<file path="src/hdl/jpeg_capture_pkg.sv">
package jpeg_capture_pkg;

    // widest buffer word address carried on the write bus
    localparam int BUF_ADDR_MAX_W = 14;

    // host register map
    localparam logic [31:0] REG_CTRL   = 32'h0000_0000;
    localparam logic [31:0] REG_STATUS = 32'h0000_0004;
    localparam logic [31:0] REG_BYTES  = 32'h0000_0008;
    localparam logic [31:0] BUF_BASE   = 32'h0001_0000;

    // AXI response codes
    localparam logic [1:0] RESP_OKAY   = 2'b00;
    localparam logic [1:0] RESP_SLVERR = 2'b10;

    typedef struct packed {
        logic [7:0] data;
        logic       last;
    } jpeg_byte_t;

    // first byte of the quad-word sits in data[127:120]
    typedef struct packed {
        logic [127:0] data;
        logic [4:0]   bytes;
        logic         last;
    } jpeg_qword_t;

    typedef struct packed {
        logic [BUF_ADDR_MAX_W-1:0] addr;
        logic [31:0]               data;
        logic                      en;
    } buf_write_t;

    typedef struct packed {
        logic        done;
        logic [19:0] byte_count;
    } frame_info_t;

    typedef struct packed {
        logic [31:0] awaddr;
        logic        awvalid;
        logic [31:0] wdata;
        logic [3:0]  wstrb;
        logic        wvalid;
        logic        bready;
        logic [31:0] araddr;
        logic        arvalid;
        logic        rready;
    } axil_req_t;

    typedef struct packed {
        logic        awready;
        logic        wready;
        logic [1:0]  bresp;
        logic        bvalid;
        logic        arready;
        logic [31:0] rdata;
        logic [1:0]  rresp;
        logic        rvalid;
    } axil_rsp_t;

endpackage

</file>
<file path="src/hdl/jpeg_buffer_cdc.sv">
module jpeg_buffer_cdc
    import jpeg_capture_pkg::*;
#(
    parameter int ADDR_WIDTH = 14
) (
    input  logic        clock_spi_in,
    input  logic        arst_n,
    input  logic        restart,
    input  jpeg_qword_t qword,
    input  logic        qword_valid,
    output buf_write_t  buf_wr,
    output frame_info_t frame
);

    localparam int QWORD_CNT_W = ADDR_WIDTH - 2;

    logic [127:0]           data_rev;
    logic [2:0]             valid_sync;
    logic                   valid_edge;
    logic                   start;
    logic [1:0]             word_cnt;
    logic [QWORD_CNT_W-1:0] qword_cnt;
    logic [95:0]            cap_data;
    logic [4:0]             cap_bytes;
    logic                   cap_last;

    // first byte of the stream goes to byte 0 of word 0
    always_comb begin
        for (int i = 0; i < 16; i++) begin
            data_rev[8*i +: 8] = qword.data[8*(15-i) +: 8];
        end
    end

    assign valid_edge = valid_sync[2:1] == 2'b01;
    assign start      = valid_edge && word_cnt == 2'd0;

    always_ff @(posedge clock_spi_in or negedge arst_n) begin
        if (!arst_n) begin
            valid_sync <= '0;
            word_cnt   <= '0;
            qword_cnt  <= '0;
        end else begin
            valid_sync[1:0] <= {valid_sync[0], qword_valid};
            // keep the edge pending while word 3 is still being written
            if (!(valid_edge && word_cnt == 2'd3)) begin
                valid_sync[2] <= valid_sync[1];
            end
            if (restart) begin
                word_cnt  <= '0;
                qword_cnt <= '0;
            end else begin
                if (valid_edge || word_cnt != 2'd0) begin
                    word_cnt <= word_cnt + 2'd1;
                end
                if (word_cnt == 2'd3) begin
                    qword_cnt <= cap_last ? '0 : qword_cnt + 1'b1;
                end
            end
        end
    end

    // qword is held by the packer long after the edge, so one capture is enough
    always_ff @(posedge clock_spi_in) begin
        if (start) begin
            cap_data  <= data_rev[127:32];
            cap_bytes <= qword.bytes;
            cap_last  <= qword.last;
        end
    end

    always_comb begin
        buf_wr.addr = BUF_ADDR_MAX_W'({qword_cnt, word_cnt});
        if (word_cnt == 2'd0) begin
            buf_wr.data = data_rev[31:0];
            buf_wr.en   = start;
        end else begin
            buf_wr.data = cap_data[32*(int'(word_cnt) - 1) +: 32];
            buf_wr.en   = cap_bytes > {1'b0, word_cnt, 2'b00};
        end
        // earlier quad-words of the frame are always full
        frame.done       = word_cnt == 2'd3 && cap_last;
        frame.byte_count = 20'({qword_cnt, 4'b0000}) + 20'(cap_bytes);
    end

endmodule

</file>
<file path="config.mk">
export PLATFORM = sky130hd
export DESIGN_NAME = jpeg_buffer_cdc
export DESIGN_NICKNAME = d
export VERILOG_FILES = /design/src/hdl/jpeg_capture_pkg.sv /design/src/hdl/jpeg_buffer_cdc.sv
export SDC_FILE = /design/constraint.sdc
export NUM_CORES = 1
export LEC_CHECK = 0
export BUFFER_PORTS_ARGS = -buffer_cell sky130_fd_sc_hd__buf_4
export CORE_ASPECT_RATIO = 1.2
export CORE_MARGIN = 1.5
export CORE_UTILIZATION = 45
export DETAILED_ROUTE_END_ITERATION = 16
export PLACE_DENSITY_LB_ADDON = 0.3
export SLEW_MARGIN = 30
export SYNTH_ARGS = -nofsm -noshare
export SYNTH_HDL_FRONTEND = slang
export SYNTH_SLANG_ARGS = --single-unit
</file>
<file path="constraint.sdc">
create_clock -name clock_spi_in -period 6 [get_ports clock_spi_in]
set_clock_uncertainty 0.2 [all_clocks]
set_input_delay 0.3 -clock clock_spi_in [delete_from_list [all_inputs] [get_ports clock_spi_in]]
set_output_delay 0.3 -clock clock_spi_in [all_outputs]
set_load 0.1 [all_outputs]
</file>
# Word-level counts from Yosys, hierarchy flattened
# Index checks and enable logic that the tools add are counted.
[totals] register_bits=119 input_bits=138 output_inout_bits=68 wordCells=29
[classes] addsub=4 magnitude_cmp=1 n_eq_ne=2 n_shift=1 mux=6 reduce_logical=8
[ops] op="$shiftx 96x8->32" n=1
[ops] op="$mux 12" n=3
[ops] op="$mux 33" n=1
[ops] op="$add 16x5->17" n=1
[ops] op="$add 12x1->12 const B" n=1
[ops] op="$reduce_bool 2->1" n=3
[ops] op="$gt 5x4->1" n=1
[ops] op="$mux 2" n=2
[ops] op="$logic_and 1x1->1" n=3
[ops] op="$sub 2x1->3 const B" n=1
[ops] op="$add 2x1->2 const B" n=1
[ops] op="$eq 2x1->1 const B" n=1
[ops] op="$eq 2x2->1 const B" n=1
[ops] op="$logic_not 2->1" n=1
[ops] op="$logic_or 1x1->1" n=1

# Logic depth before layout (Yosys ltp)
[logic_depth] word_depth=4 depth_mapped=9 mapped_depth_nobuf=5

# Worst setup path after synthesis
# No wires, ideal clock.
[synth_timing] path_type="register to output" start="register word_cnt[0]" end="output buf_wr[10] in the netlist's numbering" arrival_ns=4.850 required_ns=5.500 slack_ns=0.650 stages_incl_launch_ff=10 path_buffers=4 path_cell_list="dfrtp_1 > buf_2 > buf_1 > inv_1 > ha_1 > nor2b_1 > clkbuf_1 > clkbuf_1 > a22oi_1 > o21ai_0"
[synth_rtl] element="start, declared" line="jpeg_buffer_cdc.sv:21" text="logic [1:0] word_cnt;"
[synth_rtl] element="start signal, assigned" line="jpeg_buffer_cdc.sv:53" text="word_cnt <= word_cnt + 2'd1;"
[synth_rtl] element="end, declared" line="jpeg_buffer_cdc.sv:11" text="output buf_write_t buf_wr,"

==> flow_summary.ini <==
[sta]
slew_viol_final = 0
rsz0062_at_grt = false
final_hold_viol_count = 0
finalSetupViolCount = 0
max_freq_ghz = 0.235
max_slew.worst_pin.slew_ns = 0.949
min_period_ns = 4.26
relSlewSlack = 0.367
setup_tns_ns = 0
min_period_over_period = 0.710
whs_ns = 0.103

[detailed_routing]
drt_iter0_drc = 293
dr.pass1.iters = 5
totalWireLength_um = 15900
drc = 0
vias = 4576
final_antenna_net_count = 0
vias_per_cell = 5.30
wl_per_cell_um = 18.4

[power_and_ir_drop]
power.total_mw = 3.35
cellLeakagePower_nw = 3.50
vdd_ir_drop_max_mv = 0.289
power_density_mw_per_mm2 = 391

[cells_and_area]
syn2layout_area_growth_pct = 61.0
final.fill_count = 710
nets = 839
drive_gt1_frac = 0.394
n_antenna_cell = 0
final_area_mm2 = 0.00855

[synthesis]
yosys.area.top_type_share = 0.577
syn_area_mm2 = 0.00531
synth_cells = 397
yosysWarnings = 0
synth.area.top_cells = edfxtp_1 58%, dfrtp_1 8.0%, mux2_2 6.8%
yosysSeqAreaShare = 0.657
ys_types = 45
ys_ff_latch = 119
syn_avg_cell_area_um2 = 13.4
synth_top_area_cell = edfxtp_1

[critical_path]
cp_max_fo = 39
cp.arrival_ns = 3.76
crit_top_cell = buf_4
startpoint_type = flip-flop
cp-end-kind = output pin
crit_type = reg2out
slowest_delay_ns = 0.99
r2r_setup_slack_ns = 2.22
crit_path_top_delay_cell = dfrtp_2
rr_worst_depth = 4
cp_top_family = flip-flops
path_cells = inv_1, ha_2, nor2b_2, buf_4, a22oi_1, o21ai_0, buf_4
critPathBufInv = 3
cp.required_ns = 5.50
r2r-start = word_cnt[0]
worstReg2RegEnd = cap_data[15]

[global_routing]
grt_pass1_vias = 4874
grt.overflow.total = 0
grt_pass1_wl_um = 24200
antenna_found_initial = 0
track_usage = 0.261
grt_max_degree = 60

[placed_design]
place.gp.congestion = 0.866
dpl_cell_area_mm2 = 0.00689
dp_hpwl_um = 9240
port_buffers = 202

[cts]
cts_buffers = 17
clock-sinks = 119
post_cts_buffers = 0
ctsResizeCount = 0
clockRootBuffer = clkbuf_16
cts_tree = built
clock_latency_ns = 0.40
cts_buffer_depth = 2
cts.clk_slew.worst_paths_ns = 0.05
cts_max_level = 4

[min_path]
hp-class = in2async

[run]
maxCapViolations = 0

[die]
fp.dieArea_mm2 = 0.0125
core_area_mm2 = 0.0115
boundaryPins = 206
fp.dieH_um = 122
initial_core_util = 0.461
dieWidth_um = 102
num_rows = 43

[outcome]
outcome = finished clean
==> layer usage <==
layer,vias to the layer above,share of wire,track usage
met3,42,0.074,0.0752
met4,0,0.028,0.104
met1,2199,0.36,0.287
li1,2088,-,-
met2,247,0.54,0.467
met5,-,0,0
==> how the worst max path moves through the flow <==
stage	from	endpoint	slack, ns	cells after the start
global placement	word_cnt[0]	buf_wr[14]	2.29	7
detailed placement	word_cnt[0]	cap_data[18]	2.24	4
floorplan	word_cnt[0]	buf_wr[10]	0.65	9
CTS	word_cnt[0]	buf_wr[14]	1.82	7
finish	word_cnt[0]	buf_wr[14]	1.74	7
global route	word_cnt[0]	buf_wr[14]	1.52	7
==> logic make-up after synthesis <==
kind of cell    count (synthesis)  share of synthesized area
simple gates                   92                     0.0872
xor+xnor                       10                     0.0165
mux                            33                     0.0697
compound gates                 91                      0.113
flops                         119                      0.657
buf+inv                        43                     0.0377
fa+ha+maj                       8                     0.0188
other cells                     1                   0.000706
==> per-stage QoR <==
| step | utilization | std cells | setup WS (ns) |
|---|---|---|---|
| finish | 0.743 | 863 | 1.74 |
| global route | 0.743 | 863 | 1.52 |
| CTS | 0.743 | 863 | 1.82 |
| detailed placement | 0.599 | 726 | 2.24 |
| global placement | 0.599 | 726 | 2.29 |
| floorplan | - | 399 | 0.650 |
==> synthesized netlist by cell type (all sizes together) <==
cell,number
a2111oi,1
a21bo,1
a21boi,1
a21o,1
a21oi,8
a22oi,33
a311oi,1
a31oi,2
and3,2
buf,14
clkbuf,20
conb,1
dfrtp,17
edfxtp,102
ha,8
inv,9
mux2,32
mux2i,1
nand2,42
nand2b,4
nand3,10
nand3b,1
nand4,4
nand4b,1
nor2,9
nor2b,5
nor3,4
nor4,2
o2111ai,1
o211ai,3
o21ai,33
o221a,1
o311a,1
o311ai,2
o31a,1
o32ai,1
or2,1
or3b,2
or4,5
xnor2,4
xor2,6
==> placed cells by master (no fill, tap or decap), types with 4 or more instances in the layout <==
cell and n:
buf_4 204, nand3_1 10, a22oi_1 33, bufinv_16 4, clkbuf_16 17, nand2b_1 4
edfxtp_1 102, inv_1 9, nor2b_1 4, mux2_2 32, nand2_1 42, dfrtp_1 16
o21ai_0 33, xor2_1 6, clkinvlp_4 4, xnor2_1 4, dlygate4sd3_1 105, a21oi_1 8
nor3_1 4, ha_1 7, nor2_1 9
==> cell type report <==
type	count	area, µm²	area share
sequential	119	3490	0.408
multi-input combinational	237	1640	0.192
clock inverter	14	181	0.0212
tap	157	196	0.0230
inverter	9	33.8	0.00395
clock buffer	18	429	0.0502
timing repair buffer	309	2580	0.302
==> power by group <==
group          internal (mW)  switching [mW]
Clock                  0.690           0.357
Sequential             0.990          0.0512
Combinational          0.347           0.911
Total                   2.03            1.32
==> repair_timing <==
| item | CTS | global route |
|---|---|---|
| hold buffers | 105 | 0 |
| endpoints found under the hold margin | 131 | 0 |
| setup endpoints to repair | 0 | 0 |
==> registers in the layout, summed over array words and instances (netlist names) <==
name and flops:
cap_bytes 5, cap_data 96, qword_cnt 12, cap_last 1, word_cnt 2, valid_sync 3
Note: power is estimated with default switching activity, not from simulation.
