File: config.mk
export PLATFORM = sky130hd
export DESIGN_NAME = jpeg_capture_regs
export DESIGN_NICKNAME = d
export VERILOG_FILES = /design/src/hdl/jpeg_capture_pkg.sv /design/src/hdl/jpeg_capture_regs.sv
export SDC_FILE = /design/constraint.sdc
export NUM_CORES = 1
export LEC_CHECK = 0
export BUFFER_PORTS_ARGS = -buffer_cell sky130_fd_sc_hd__buf_2
export CAP_MARGIN = 25
export CELL_PAD_IN_SITES_DETAIL_PLACEMENT = 1
export CELL_PAD_IN_SITES_GLOBAL_PLACEMENT = 2
export CORE_MARGIN = 2
export CORE_UTILIZATION = 22
export DETAILED_ROUTE_END_ITERATION = 8
export PLACE_DENSITY = 0.77
export SYNTH_ARGS = -nofsm -noshare
export SYNTH_HDL_FRONTEND = slang
export SYNTH_SLANG_ARGS = --single-unit
File: constraint.sdc
create_clock -name clock_spi_in -period 2.7 [get_ports clock_spi_in]
set_input_delay 0.54 -clock clock_spi_in [delete_from_list [all_inputs] [get_ports clock_spi_in]]
set_output_delay 0.54 -clock clock_spi_in [all_outputs]
set_load 0.01 [all_outputs]
File: src/hdl/jpeg_capture_pkg.sv
package jpeg_capture_pkg;

    // widest buffer word address carried on the write bus
    localparam int BUF_ADDR_MAX_W = 14;

    // host register map
    localparam logic [31:0] REG_CTRL   = 32'h0000_0000;
    localparam logic [31:0] REG_STATUS = 32'h0000_0004;
    localparam logic [31:0] REG_BYTES  = 32'h0000_0008;
    localparam logic [31:0] BUF_BASE   = 32'h0001_0000;

    // AXI response codes
    localparam logic [1:0] RESP_OKAY   = 2'b00;
    localparam logic [1:0] RESP_SLVERR = 2'b10;

    typedef struct packed {
        logic [7:0] data;
        logic       last;
    } jpeg_byte_t;

    // first byte of the quad-word sits in data[127:120]
    typedef struct packed {
        logic [127:0] data;
        logic [4:0]   bytes;
        logic         last;
    } jpeg_qword_t;

    typedef struct packed {
        logic [BUF_ADDR_MAX_W-1:0] addr;
        logic [31:0]               data;
        logic                      en;
    } buf_write_t;

    typedef struct packed {
        logic        done;
        logic [19:0] byte_count;
    } frame_info_t;

    typedef struct packed {
        logic [31:0] awaddr;
        logic        awvalid;
        logic [31:0] wdata;
        logic [3:0]  wstrb;
        logic        wvalid;
        logic        bready;
        logic [31:0] araddr;
        logic        arvalid;
        logic        rready;
    } axil_req_t;

    typedef struct packed {
        logic        awready;
        logic        wready;
        logic [1:0]  bresp;
        logic        bvalid;
        logic        arready;
        logic [31:0] rdata;
        logic [1:0]  rresp;
        logic        rvalid;
    } axil_rsp_t;

endpackage

File: src/hdl/jpeg_capture_regs.sv
module jpeg_capture_regs
    import jpeg_capture_pkg::*;
#(
    parameter int ADDR_WIDTH = 14
) (
    input  logic                  clock_spi_in,
    input  logic                  arst_n,
    input  axil_req_t             axil_req,
    output axil_rsp_t             axil_rsp,
    input  frame_info_t           frame,
    output logic                  restart,
    output logic [ADDR_WIDTH-1:0] rd_addr,
    input  logic [31:0]           rd_data
);

    logic        wr_accept;
    logic        rd_accept;
    logic        ctrl_hit;
    logic [31:0] buf_off;
    logic        in_window;
    logic        reg_hit;
    logic [31:0] reg_rdata;
    logic        bvalid;
    logic        rvalid;
    logic        rd_pending;
    logic [1:0]  bresp;
    logic [1:0]  rresp;
    logic [31:0] rdata;
    logic        done_flag;
    logic [19:0] byte_count;

    // address and data are taken together, and only with no response held
    assign wr_accept = axil_req.awvalid && axil_req.wvalid && !bvalid;
    assign rd_accept = axil_req.arvalid && !rvalid && !rd_pending;
    assign ctrl_hit  = axil_req.awaddr == REG_CTRL;

    // buffer window decode
    assign buf_off   = axil_req.araddr - BUF_BASE;
    assign in_window = axil_req.araddr >= BUF_BASE && buf_off < (32'd1 << (ADDR_WIDTH + 2));
    assign rd_addr   = buf_off[ADDR_WIDTH+1:2];

    always_comb begin
        reg_hit = 1'b1;
        case (axil_req.araddr)
            REG_CTRL:   reg_rdata = '0;
            REG_STATUS: reg_rdata = {31'd0, done_flag};
            REG_BYTES:  reg_rdata = {12'd0, byte_count};
            default: begin
                reg_hit   = 1'b0;
                reg_rdata = '0;
            end
        endcase
    end

    always_ff @(posedge clock_spi_in or negedge arst_n) begin
        if (!arst_n) begin
            restart    <= 1'b0;
            bvalid     <= 1'b0;
            rvalid     <= 1'b0;
            rd_pending <= 1'b0;
            done_flag  <= 1'b0;
            byte_count <= '0;
        end else begin
            restart <= wr_accept && ctrl_hit && axil_req.wstrb[0] && axil_req.wdata[0];
            if (wr_accept) begin
                bvalid <= 1'b1;
            end else if (axil_req.bready) begin
                bvalid <= 1'b0;
            end
            // buffer reads wait one extra cycle for the memory
            rd_pending <= rd_accept && in_window;
            if ((rd_accept && !in_window) || rd_pending) begin
                rvalid <= 1'b1;
            end else if (axil_req.rready) begin
                rvalid <= 1'b0;
            end
            if (restart) begin
                done_flag  <= 1'b0;
                byte_count <= '0;
            end else if (frame.done) begin
                done_flag  <= 1'b1;
                byte_count <= frame.byte_count;
            end
        end
    end

    always_ff @(posedge clock_spi_in) begin
        if (wr_accept) begin
            bresp <= ctrl_hit ? RESP_OKAY : RESP_SLVERR;
        end
        if (rd_accept && !in_window) begin
            rdata <= reg_rdata;
            rresp <= reg_hit ? RESP_OKAY : RESP_SLVERR;
        end else if (rd_pending) begin
            rdata <= rd_data;
            rresp <= RESP_OKAY;
        end
    end

    always_comb begin
        axil_rsp.awready = wr_accept;
        axil_rsp.wready  = wr_accept;
        axil_rsp.bresp   = bresp;
        axil_rsp.bvalid  = bvalid;
        axil_rsp.arready = rd_accept;
        axil_rsp.rdata   = rdata;
        axil_rsp.rresp   = rresp;
        axil_rsp.rvalid  = rvalid;
    end

endmodule

### After elaboration in Yosys (flattened, before gate mapping)

Index checks and enable logic that the tools add are counted.

| word-level totals | value |
|---|---|
| output and inout port bits | 56 |
| bits in registers | 61 |
| input bits | 160 |
| logic and storage cells | 52 |

| cells by class | value |
|---|---|
| magnitude comparators | 2 |
| muxes and demuxes | 16 |
| add/sub/neg operators | 1 |
| equality and inequality tests | 2 |
| reduce and logical (&&, ||, !) cells | 22 |

Operators by type and width:

| cell | number |
|---|---|
| $logic_not A32 Y1 | 2 |
| $mux W32 | 2 |
| $mux W20 | 2 |
| $pmux W20 S2 | 1 |
| $eq A32 B3 Y1 const B | 1 |
| $eq A32 B4 Y1 const B | 1 |
| $ge A32 B17 Y1 const B | 1 |
| $lt A32 B17 Y1 const B | 1 |
| $sub A32 B17 Y32 const B | 1 |
| $logic_and A1 B1 Y1 | 10 |
| $mux W2 | 4 |
| $reduce_bool A2 Y1 | 4 |
| $mux W1 | 7 |
| $logic_not A1 Y1 | 4 |
| $reduce_or A3 Y1 | 1 |
| $logic_or A1 B1 Y1 | 1 |

### Longest topological paths before layout

Gate-level depths: netlist of the first run.

| depth | value |
|---|---|
| word-level depth | 7 |
| depth in mapped cells | 6 |
| depth with buffers taken out | 5 |

### Worst setup path after synthesis of the first run

OpenSTA, ideal clock, no wires.

| timing | value |
|---|---|
| kind | input-to-reg |
| from | input axil_req[30] in the netlist's numbering |
| to | register rdata[0], enable pin |
| library setup time | 0.489 ns |
| setup slack | 0.289 ns |
| arrival | 1.922 ns |
| cell stages on the path | 4 |
| buffers on the path | 0 |
| required time | 2.211 ns |
| path through | nor4_2 > nand4_2 > o21ai_2 > nand2b_1 |

| on the way | value |
|---|---|
| longest elaborated chain between the ends | 6 |
| elaborated cells on any way between the ends | 7 |
| classes of those cells | 1 x add/sub; 2 x order compare; 4 x reduce/logical |

Ends and longest elaborated chain:

| element | line | text |
|---|---|---|
| from (decl) | jpeg_capture_regs.sv:8 | `input axil_req_t axil_req,` |
| $sub A32 B17 Y32 | jpeg_capture_regs.sv:38 | `assign buf_off = axil_req.araddr - BUF_BASE;` |
| $lt A32 B17 Y1 | jpeg_capture_regs.sv:39 | `assign in_window = axil_req.araddr >= BUF_BASE && buf_off < (32'd1 << (ADDR_WIDTH + 2));` |
| $logic_and A1 B1 Y1 (*) | jpeg_capture_regs.sv:39 |  |
| $logic_not A1 Y1 (*) | jpeg_capture_regs.sv:91 | `if (rd_accept && !in_window) begin` |
| $logic_and A1 B1 Y1 (*) | jpeg_capture_regs.sv:91 |  |
| $reduce_bool A2 Y1 (no source line) (*) | -- |  |
| to (signal assigned) | jpeg_capture_regs.sv:92 | `rdata <= reg_rdata;` |
| to (signal assigned) | jpeg_capture_regs.sv:95 | `rdata <= rd_data;` |
| to (decl) | jpeg_capture_regs.sv:28 | `logic [31:0] rdata;` |

Every way passes the cells marked *; elsewhere a longest branch is shown, timed or not.
A chain may end at the register's enable or synchronous reset.

### Final worst setup path of the first run

| timing | value |
|---|---|
| from | input axil_req[30] in the netlist's numbering |
| to | register rdata[7], data pin |

| on the way | value |
|---|---|
| longest elaborated chain between the ends | 6 |
| elaborated cells on any way between the ends | 10 |
| classes of those cells | 1 x add/sub; 2 x order compare; 2 x eq/ne; 2 x mux; 3 x reduce/logical |

Ends and longest elaborated chain:

| element | line |
|---|---|
| $sub A32 B17 Y32 | jpeg_capture_regs.sv:38 |
| $lt A32 B17 Y1 | jpeg_capture_regs.sv:39 |
| $logic_and A1 B1 Y1 | jpeg_capture_regs.sv:39 |
| $logic_not A1 Y1 | jpeg_capture_regs.sv:91 |
| $logic_and A1 B1 Y1 | jpeg_capture_regs.sv:91 |
| $mux W32 (*) | jpeg_capture_regs.sv:91 |

Marked as above.

==> flow_summary.ini, run 1 <==
[min_path]
holdCritPathClass = in2async

[pwr]
p_total_mw = 2.52
cellPowerDensity_mw_per_mm2 = 644
p_switching_mw = 0.595
cell_internal_pwr_mw = 1.92
leakage_nw = 1.85
switching_share_pct = 23.6
ir_worst_vdd_uv = 420
p_clk_share_pct = 43.4
power_frac_seq_pct = 42.8
power_frac_comb_pct = 13.7

[drt]
first_pass_iters = 4
drt_wl_total_um = 7880
num_vias = 2270
post_drt_wl_per_cell_um = 14.9
drt_first_iter_violations = 94
viasPerCell = 4.31
ant_nets = 0
drc_errors = 0

[logic_synthesis]
synth.yosys.seq_area_share_pct = 60.9
synth-warning-count = 0
number_of_distinct_library_cell_variants_in_the_gate_level_netlist_after_synthesis = 28
postSynthCellCount = 209
avgSynthCellArea_sq_um = 12.9
yosysTopAreaCell = sky130_fd_sc_hd__edfxtp_1
synth_area_sq_mm = 0.00270
synth.ff_latch_count = 59
synth_top_cell_area_share_pct = 37.8
synth_area_leaders = sky130_fd_sc_hd__edfxtp_1 (38%), sky130_fd_sc_hd__dfrtp_1 (23%), sky130_fd_sc_hd__mux2i_1 (7.8%)

[clock_tree]
cts.reportedPaths.clkPinSlew_ns = 0.05
cts_buffer_depth = 2
cts_tree = done
tritoncts.num_buffers = 9
cts.repair_timing.setup_buffer_count = 0
cts.sinks = 59
ctsRootBufferMaster = sky130_fd_sc_hd__clkbuf_16
holdBufCountCts = 0
worst_skew_pair.late_latency_ns = 0.32
h-tree-depth = 3
cts_resized = 0

[floorplanning]
floorplan.die.height_um = 115
i_o_pin_cnt = 216
fp.dieArea_sq_mm = 0.0132
core_region_area_sq_mm = 0.0120
die_x_um = 115
initial_utilization_pct = 22.5
row_count = 40

[sta]
setup_violations = 0
skew_ns = 0.00715
totalNegativeSetupSlack_ns = 0
rsz0062_at_grt = no
slew_worst_pin_ns = 0.694
hold_viol_final = 0
final_min_period_over_clock_period_pct = 66.8
timing.final.max_slew_violations = 0
fmaxAchievable_mhz = 554
slew_headroom_pct = 53.7
fin_worst_hold_slack_ns = 0.239
finalCriticalPeriod_ns = 1.80
worst_slack_ns = 0.896

[layout]
area_growth_syn_to_layout_pct = 44.7
mostFrequentLayoutCells = sky130_fd_sc_hd__buf_2 (179), sky130_fd_sc_hd__edfxtp_1 (34), sky130_fd_sc_hd__nor2_1 (26)
layout_cells_sized_above_1_pct = 56.6
insertedDiodeCount = 0
layout_commonest_cell = sky130_fd_sc_hd__buf_2
multi_input_combinational_cell_area_sq_um = 853
fillers = 1403
design.final.nets = 535
layout.area.seq_sq_mm = 0.00165

[place]
io_buffers = 179
hpwl_um = 6050
dpl_worst_slack_ns = 0.523
globalplace.congestion = 0.686

[global_route]
via_count_of_the_first_global_routing_pass = 2454
globalRouteOverflowTotal = 0
grt_start_max_net_pins = 33
globalRouteTotalUtil_pct = 12.3
wire_length_of_the_first_global_routing_pass_um = 12200
grt_antenna_before_repair = 0

[setup_path]
reg2regPathDepth = 6
path_max_fanout = 19
critPathRequiredTime_ns = 2.89
path_class = in2reg
crit_arrival_ns = 1.99
setup.worst_path.start_class = input pin
worstSetupEndpointType = register

[status]
run_status = finished, final reports clean

[flow_run]
max_cap_viol_count = 0
registers in the layout (all words and copies together) (netlist names):
signal	cells
rresp	1
done_flag	1
bresp	1
rdata	32
rvalid	1
restart	1
bvalid	1
byte_count	20
rd_pending	1
synth_stat cells, drive strengths merged:
master   n
mux2i   21
edfxtp  34
o21ai    1
nand4    2
a21oi    1
clkbuf   4
inv      2
a22o    20
nand3    1
nand2    6
dfrtp   25
nand3b   3
nand2b   3
and2    12
a211oi   1
conb     1
buf     26
nor4    15
or4      1
nor3     4
nor2    26
cells by family after synthesis:
kind of cell	synth area share [%]
compound gates	7.73
buf+inv	7.73
flops	60.9
mux	7.78
other cells	0.139
simple gates	15.7
through the flow:
step                instances  instance area (sq um)  utilization [%]
global placement          511                   3620             30.2
detailed placement        511                   3620             30.2
finish                    527                   3910             32.6
global route              527                   3910             32.6
CTS                       527                   3910             32.6
floorplan                 210                   2710                -
routing by layer:
metal	track usage [%]	up-vias	routed length, um
met4	4.58	0	113
met1	13.9	1061	3210
met5	0	-	0
li1	-	1078	-
met2	21.0	121	3810
met3	5.01	10	740
cell type report:
| cell class | instances | share of cell area [%] |
|---|---|---|
| well taps | 147 | 4.70 |
| inverters | 2 | 0.192 |
| clock inverters | 6 | 1.44 |
| repair buffers | 184 | 23.9 |
| flip-flops and latches | 59 | 42.1 |
| multi-input cells | 119 | 21.8 |
| clock buffers | 10 | 5.86 |
power groups by stage:
stage / clock [mW] / combinational [mW] / sequential [mW]
global route: 1.17 / 0.387 / 1.09
CTS: 1.14 / 0.356 / 1.08
finish: 1.09 / 0.346 / 1.08
floorplan: 0 / 0.160 / 1.12
detailed placement: 0 / 0.355 / 1.10
global placement: 0 / 0.346 / 1.09
worst max-delay path, cell delays in order:
cell	delay, ns
sky130_fd_sc_hd__buf_2	0.10
sky130_fd_sc_hd__nor4_2	0.28
sky130_fd_sc_hd__nand4_2	0.26
sky130_fd_sc_hd__nor4_4	0.32
sky130_fd_sc_hd__buf_4	0.31
sky130_fd_sc_hd__a22o_1	0.18
path summary, 6_finish.rpt:
kind,startpoint,endpoint,slack [ns]
setup / recovery,axil_req[30],rdata[7]$_DFFE_PP_,0.90
min in group clock_spi_in,axil_req[34],bvalid$_DFFE_PN0P_,0.41
setup reg to reg,rd_pending$_DFF_PN0_,rdata[13]$_DFFE_PP_,1.01
max in group asynchronous,arst_n,byte_count[18]$_DFFE_PN0P_,2.03
hold reg to reg,done_flag$_DFFE_PN0P_,done_flag$_DFFE_PN0P_,0.49
hold / removal,arst_n,byte_count[8]$_DFFE_PN0P_,0.24
No activity file was read; power rests on OpenSTA's default activity.
==> run 2: changes to the inputs <==
==> constraint.sdc (replaced) <==
create_clock -name clock_spi_in -period 1.66 [get_ports clock_spi_in]
set_input_delay 0.332 -clock clock_spi_in [delete_from_list [all_inputs] [get_ports clock_spi_in]]
set_output_delay 0.332 -clock clock_spi_in [all_outputs]
set_load 0.01 [all_outputs]
==> run 2 against run 1 <==
Worst setup slack worse by 0.78 ns. Register-to-register slack worse by 0.90 ns. Clock power up 50%. Wire length up 6.9%. Total power up 59%. Sequential share of layout area down 1.7 points. First-iteration DRC count up 21%. Cell count up 1.9%. Final area up 4.3%. Die area unchanged. Critical path depth up 1. Highest routed layer unchanged.
==> flow_summary.ini, run 2 (synthesized netlist as in run 1, its figures left out) <==
[pwr]
power_frac_seq_pct = 43.8
ir_worst_vdd_uv = 508
cellPowerDensity_mw_per_mm2 = 980
p_clk_share_pct = 40.8
p_switching_mw = 0.982
leakage_nw = 1.92
cell_internal_pwr_mw = 3.02
power_frac_comb_pct = 15.4
switching_share_pct = 24.5

[layout]
finish.utilization_pct = 34.0
layout.area.seq_sq_mm = 0.00165
multi_input_combinational_cell_area_sq_um = 891
insertedDiodeCount = 0
reg_top3 = rdata (32), byte_count (20)
mostFrequentLayoutCells = sky130_fd_sc_hd__buf_2 (179), sky130_fd_sc_hd__edfxtp_1 (34), sky130_fd_sc_hd__nor2_1 (25), sky130_fd_sc_hd__dfrtp_1 (25), sky130_fd_sc_hd__mux2i_1 (21)
area_growth_syn_to_layout_pct = 50.9
fillers = 1396
layout_cells_sized_above_1_pct = 58.7
registers.top_by_ff_count = rdata
largest_register_ffs = 32
design.final.nets = 545
layout_commonest_cell = sky130_fd_sc_hd__buf_2

[setup_path]
path_class = reg2reg
critPathRequiredTime_ns = 1.86
worstSetupEndpointType = register
setup.worst_path.start_class = register
crit_arrival_ns = 1.75
path_max_fanout = 5

[global_route]
via_count_of_the_first_global_routing_pass = 2546
globalRouteTotalUtil_pct = 12.9
wire_length_of_the_first_global_routing_pass_um = 12700
grt_start_max_net_pins = 26
globalRouteOverflowTotal = 0
grt_antenna_before_repair = 0

[place]
io_buffers = 179
globalplace.congestion = 0.760
hpwl_um = 6470
dpl_worst_slack_ns = -0.222

[sta]
skew_ns = 0.00667
finalCriticalPeriod_ns = 1.55
hold_viol_final = 0
slew_worst_pin_ns = 0.638
final_min_period_over_clock_period_pct = 93.3
fin_worst_hold_slack_ns = 0.0271
setup_violations = 0
worst_slack_ns = 0.112
slew_headroom_pct = 57.5
fmaxAchievable_mhz = 646
rsz0062_at_grt = no
timing.final.max_slew_violations = 0

[clock_tree]
tritoncts.num_buffers = 9
cts.reportedPaths.clkPinSlew_ns = 0.05
h-tree-depth = 3
cts_tree = done
holdBufCountCts = 0
worst_skew_pair.late_latency_ns = 0.32
ctsRootBufferMaster = sky130_fd_sc_hd__clkbuf_16
cts_buffer_depth = 2
cts.sinks = 59

[drt]
met1Wirelength_um = 3390
drt_wl_total_um = 8420
post_drt_wl_per_cell_um = 15.7
num_vias = 2324
top_layer_used = met4
drc_errors = 0
ant_nets = 0
dr_wl_met3_um = 779
met2WireLength_um = 4140
viasPerCell = 4.33
drt_first_iter_violations = 114
first_pass_iters = 4

[floorplanning]
die_x_um = 115
i_o_pin_cnt = 216
initial_utilization_pct = 22.5
row_count = 40
core_region_area_sq_mm = 0.0120
floorplan.die.height_um = 115
fp.dieArea_sq_mm = 0.0132

[status]
run_status = finished, final reports clean

[min_path]
holdCritPathClass = in2async

[flow_run]
max_cap_viol_count = 0
[run 2: cell count changes in the layout (fill, tap and decap cells not counted), moves of 2 or more]
cell / delta
sky130_fd_sc_hd__buf_12: +3
sky130_fd_sc_hd__buf_6: +4
sky130_fd_sc_hd__nor4_1: -2
sky130_fd_sc_hd__nor4_2: +2
[run 2: what timing repair did]
action / in CTS / in global routing
pin swaps: 0 / 3
endpoints found under the hold margin: 0 / 0
setup endpoints to repair: 3 / 20
cloned: 0 / 2
gates resized for setup: 1 / 10
buffers inserted: 0 / 2
[run 2: critical path: stages, from the launching register on]
cell                      delay [ns]
sky130_fd_sc_hd__dfrtp_1        0.40
sky130_fd_sc_hd__nor2_2         0.12
sky130_fd_sc_hd__nand2_2        0.07
sky130_fd_sc_hd__buf_6          0.13
sky130_fd_sc_hd__nor4_4         0.25
sky130_fd_sc_hd__buf_6          0.18
sky130_fd_sc_hd__buf_6          0.14
sky130_fd_sc_hd__a22o_2         0.13
[run 2: final cells by class]
cell class | instances | area share (%)
sequential | 59 | 40.4
clock buffer | 11 | 5.71
clock inverter | 5 | 0.767
tap | 147 | 4.51
inverter | 2 | 0.184
multi-input combinational | 119 | 21.8
timing repair buffer | 194 | 26.6
[run 2: per-layer routing]
layer,vias to the layer above,GRT usage [%]
met5,-,0
met4,0,4.34
met3,9,4.96
met2,123,23.0
met1,1094,14.1
li1,1098,-
[run 2: per-stage QoR]
stage          area (sq um)  std cells  TNS, ns  total power, mW
4_1_cts                4000        533        0             4.08
6_report               4080        537        0             4.00
5_1_grt                4080        537        0             4.21
3_5_place_dp           3730        517   -10.29             2.40
3_3_place_gp           3730        517    -6.82             2.38
2_1_floorplan          2730        210        0             2.08
[run 2: final timing paths]
check                           slack (ns)  cells past startpoint                         end                from
worst min register to register        0.51                      1          bvalid$_DFFE_PN0P_  bvalid$_DFFE_PN0P_
max in group asynchronous             1.20                      1  byte_count[11]$_DFFE_PN0P_              arst_n
worst min-delay path                  0.03                      1   byte_count[4]$_DFFE_PN0P_              arst_n
min in group clock_spi_in             0.21                      2          bvalid$_DFFE_PN0P_        axil_req[34]
worst max register to register        0.11                      7         rdata[12]$_DFFE_PP_  rvalid$_DFFE_PN0P_
worst max-delay path                  0.11                      7         rdata[12]$_DFFE_PP_  rvalid$_DFFE_PN0P_
[run 2: power groups by stage]
stage	logic, mW	registers, mW	clock network [mW]
2_1_floorplan	0.267	1.81	0
3_5_place_dp	0.621	1.78	0
4_1_cts	0.622	1.75	1.70
6_report	0.615	1.75	1.63
3_3_place_gp	0.603	1.78	0
5_1_grt	0.682	1.77	1.76
==> run 3: changes to the inputs <==
--- a/config.mk
+++ b/config.mk
@@ -13,6 +13,7 @@
 export CORE_UTILIZATION = 22
 export DETAILED_ROUTE_END_ITERATION = 8
 export PLACE_DENSITY = 0.77
+export RECOVER_POWER = 100
 export SYNTH_ARGS = -nofsm -noshare
 export SYNTH_HDL_FRONTEND = slang
 export SYNTH_SLANG_ARGS = --single-unit
==> run 3 against run 2 <==
Register-to-register slack hardly changed. Largest power group unchanged. Clock skew about the same. Total power is 0.90% lower. Critical path depth stayed put. First-iteration DRC count shrank 1.8%. Wire length up 0.37%. The run now ends with max-capacitance violations, max-slew violations left. Worst setup slack better by 0.00080 ns. Sequential power is essentially flat.
==> flow_summary.ini, run 3 (synthesized netlist as in run 1, its figures left out) <==
[status]
run_status = complete, but fails checks
violations = max-capacitance violations, max-slew violations

[place]
globalplace.congestion = 0.760
hpwl_um = 6470
dpl_worst_slack_ns = -0.222
io_buffers = 179

[global_route]
global_route.usage.met2_pct = 23.0
grtUsageMet1_pct = 14.1
use_met3_pct = 4.96
wire_length_of_the_first_global_routing_pass_um = 12700
grt_start_max_net_pins = 26
grt_antenna_before_repair = 0
globalRouteOverflowTotal = 0
globalRoute.busiestLayer = met2
globalRouteTotalUtil_pct = 12.9
via_count_of_the_first_global_routing_pass = 2546

[drt]
drc_errors = 0
drt_wl_total_um = 8450
post_drt_wl_per_cell_um = 15.7
num_vias = 2327
ant_nets = 0
viasPerCell = 4.33
drt_first_iter_violations = 112
first_pass_iters = 4

[setup_path]
critical_path.reg2reg.startpoint = rvalid$_DFFE_PN0P_
setup_crit_start = rvalid$_DFFE_PN0P_
reg2regPathDepth = 7
crit_arrival_ns = 1.75
critPathRequiredTime_ns = 1.86
path_max_fanout = 5
setup.reg_to_reg.worst_slack_ns = 0.11
r2r-end = rdata[12]$_DFFE_PP_
worstSetupEndpointType = register
setup.worst_path.start_class = register
path_class = reg2reg
setup.worst_path.end = rdata[12]$_DFFE_PP_

[layout]
registers.top_by_ff_count = rdata
insertedDiodeCount = 0
layout_cells_sized_above_1_pct = 44.6
reg_top3 = rdata (32), byte_count (20)
design.final.nets = 545
largest_register_ffs = 32
area_growth_syn_to_layout_pct = 47.3
layout_commonest_cell = sky130_fd_sc_hd__buf_2
mostFrequentLayoutCells = sky130_fd_sc_hd__buf_2 (124), sky130_fd_sc_hd__clkbuf_1 (56), sky130_fd_sc_hd__edfxtp_1 (34)

[sta]
timing.final.max_slew_violations = 26
worst_slack_ns = 0.113
skew_ns = 0.00627
setup_violations = 0
slew_worst_pin_ns = 1.53
final_min_period_over_clock_period_pct = 93.2
totalNegativeSetupSlack_ns = 0
hold_viol_final = 0
finalCriticalPeriod_ns = 1.55
fmaxAchievable_mhz = 646
slew_headroom_pct = -2.28
rsz0062_at_grt = no

[flow_run]
max_cap_viol_count = 1

[clock_tree]
ctsRootBufferMaster = sky130_fd_sc_hd__clkbuf_16
cts.sinks = 59
cts_buffer_depth = 2
cts.reportedPaths.clkPinSlew_ns = 0.05
holdBufCountCts = 0
tritoncts.num_buffers = 9
h-tree-depth = 3
worst_skew_pair.late_latency_ns = 0.32
cts_tree = done

[floorplanning]
die_x_um = 115
core_region_area_sq_mm = 0.0120
fp.dieArea_sq_mm = 0.0132
initial_utilization_pct = 22.5
i_o_pin_cnt = 216
row_count = 40
floorplan.die.height_um = 115

[pwr]
cellPowerDensity_mw_per_mm2 = 996
ir_worst_vdd_uv = 505
leakage_nw = 1.75

[min_path]
holdCritPathClass = in2reg
min_from = axil_req[34]
-- run 3: cell count changes in the layout (fill, tap and decap cells not counted) --
| cell | before | now |
|---|---|---|
| sky130_fd_sc_hd__clkbuf_1 | 2 | 56 |
| sky130_fd_sc_hd__buf_12 | 3 | 1 |
| sky130_fd_sc_hd__and2_1 | 12 | 11 |
| sky130_fd_sc_hd__clkbuf_2 | 0 | 2 |
| sky130_fd_sc_hd__and2_0 | 0 | 1 |
| sky130_fd_sc_hd__clkbuf_4 | 0 | 1 |
| sky130_fd_sc_hd__nand2b_1 | 2 | 3 |
| sky130_fd_sc_hd__buf_6 | 4 | 5 |
| sky130_fd_sc_hd__buf_2 | 179 | 124 |
| sky130_fd_sc_hd__nand2b_4 | 1 | 0 |
| sky130_fd_sc_hd__buf_4 | 6 | 5 |
-- run 3: worst max-delay path, cell delays in order, from the launching register on --
cell	delay (ns)
sky130_fd_sc_hd__dfrtp_1	0.40
sky130_fd_sc_hd__nor2_2	0.12
sky130_fd_sc_hd__nand2_2	0.07
sky130_fd_sc_hd__buf_6	0.13
sky130_fd_sc_hd__nor4_4	0.25
sky130_fd_sc_hd__buf_6	0.18
sky130_fd_sc_hd__buf_6	0.14
sky130_fd_sc_hd__a22o_2	0.13
-- run 3: routing by layer --
metal,wire [um],share of wire [%]
met1,3390,40
met2,4140,49
met3,802,9.5
met4,119,1.4
met5,0,0
-- run 3: layout make-up --
cell class                 instances  area (sq um)
clock buffer                      11           233
clock inverter                     5          31.3
fill                            1407          8030
inverter                           2          7.51
multi-input combinational        119           883
sequential                        59          1650
tap                              147           184
timing repair buffer             194           995
-- run 3: worst min-delay path by stage --
stage | to | slack [ns] | cells after the start
5_1_grt | bvalid$_DFFE_PN0P_ | 0.20 | 2
4_1_cts | byte_count[4]$_DFFE_PN0P_ | 0.05 | 1
2_1_floorplan | bvalid$_DFFE_PN0P_ | 0.04 | 0
3_3_place_gp | byte_count[4]$_DFFE_PN0P_ | 0.40 | 1
3_5_place_dp | byte_count[4]$_DFFE_PN0P_ | 0.40 | 1
6_report | bvalid$_DFFE_PN0P_ | 0.21 | 2
-- run 3: power breakdown --
part	internal (mW)	total, mW	switching (mW)
clock	1.00	1.63	0.631
combinational	0.271	0.574	0.303
sequential	1.71	1.76	0.0488
total	2.98	3.96	0.983
-- run 3: stage by stage --
stage	utilization (%)	hold slack [ns]	instance area, sq um	power, mW	instances
final	33.1	0.206	3980	3.96	537
after global routing	33.1	0.203	3980	4.17	537
after CTS	33.3	0.0452	4000	4.08	533
after detailed placement	31.1	0.400	3730	2.40	517
after global placement	31.1	0.402	3730	2.38	517
after floorplan	-	0.0364	2730	2.08	210
-- run 3: what timing repair did --
item | 4_1_cts | 5_1_grt
endpoints found under the setup margin | 3 | 20
resized for setup | 1 | 10
setup buffers | 0 | 2
gates cloned | 0 | 2
pin swaps | 0 | 3
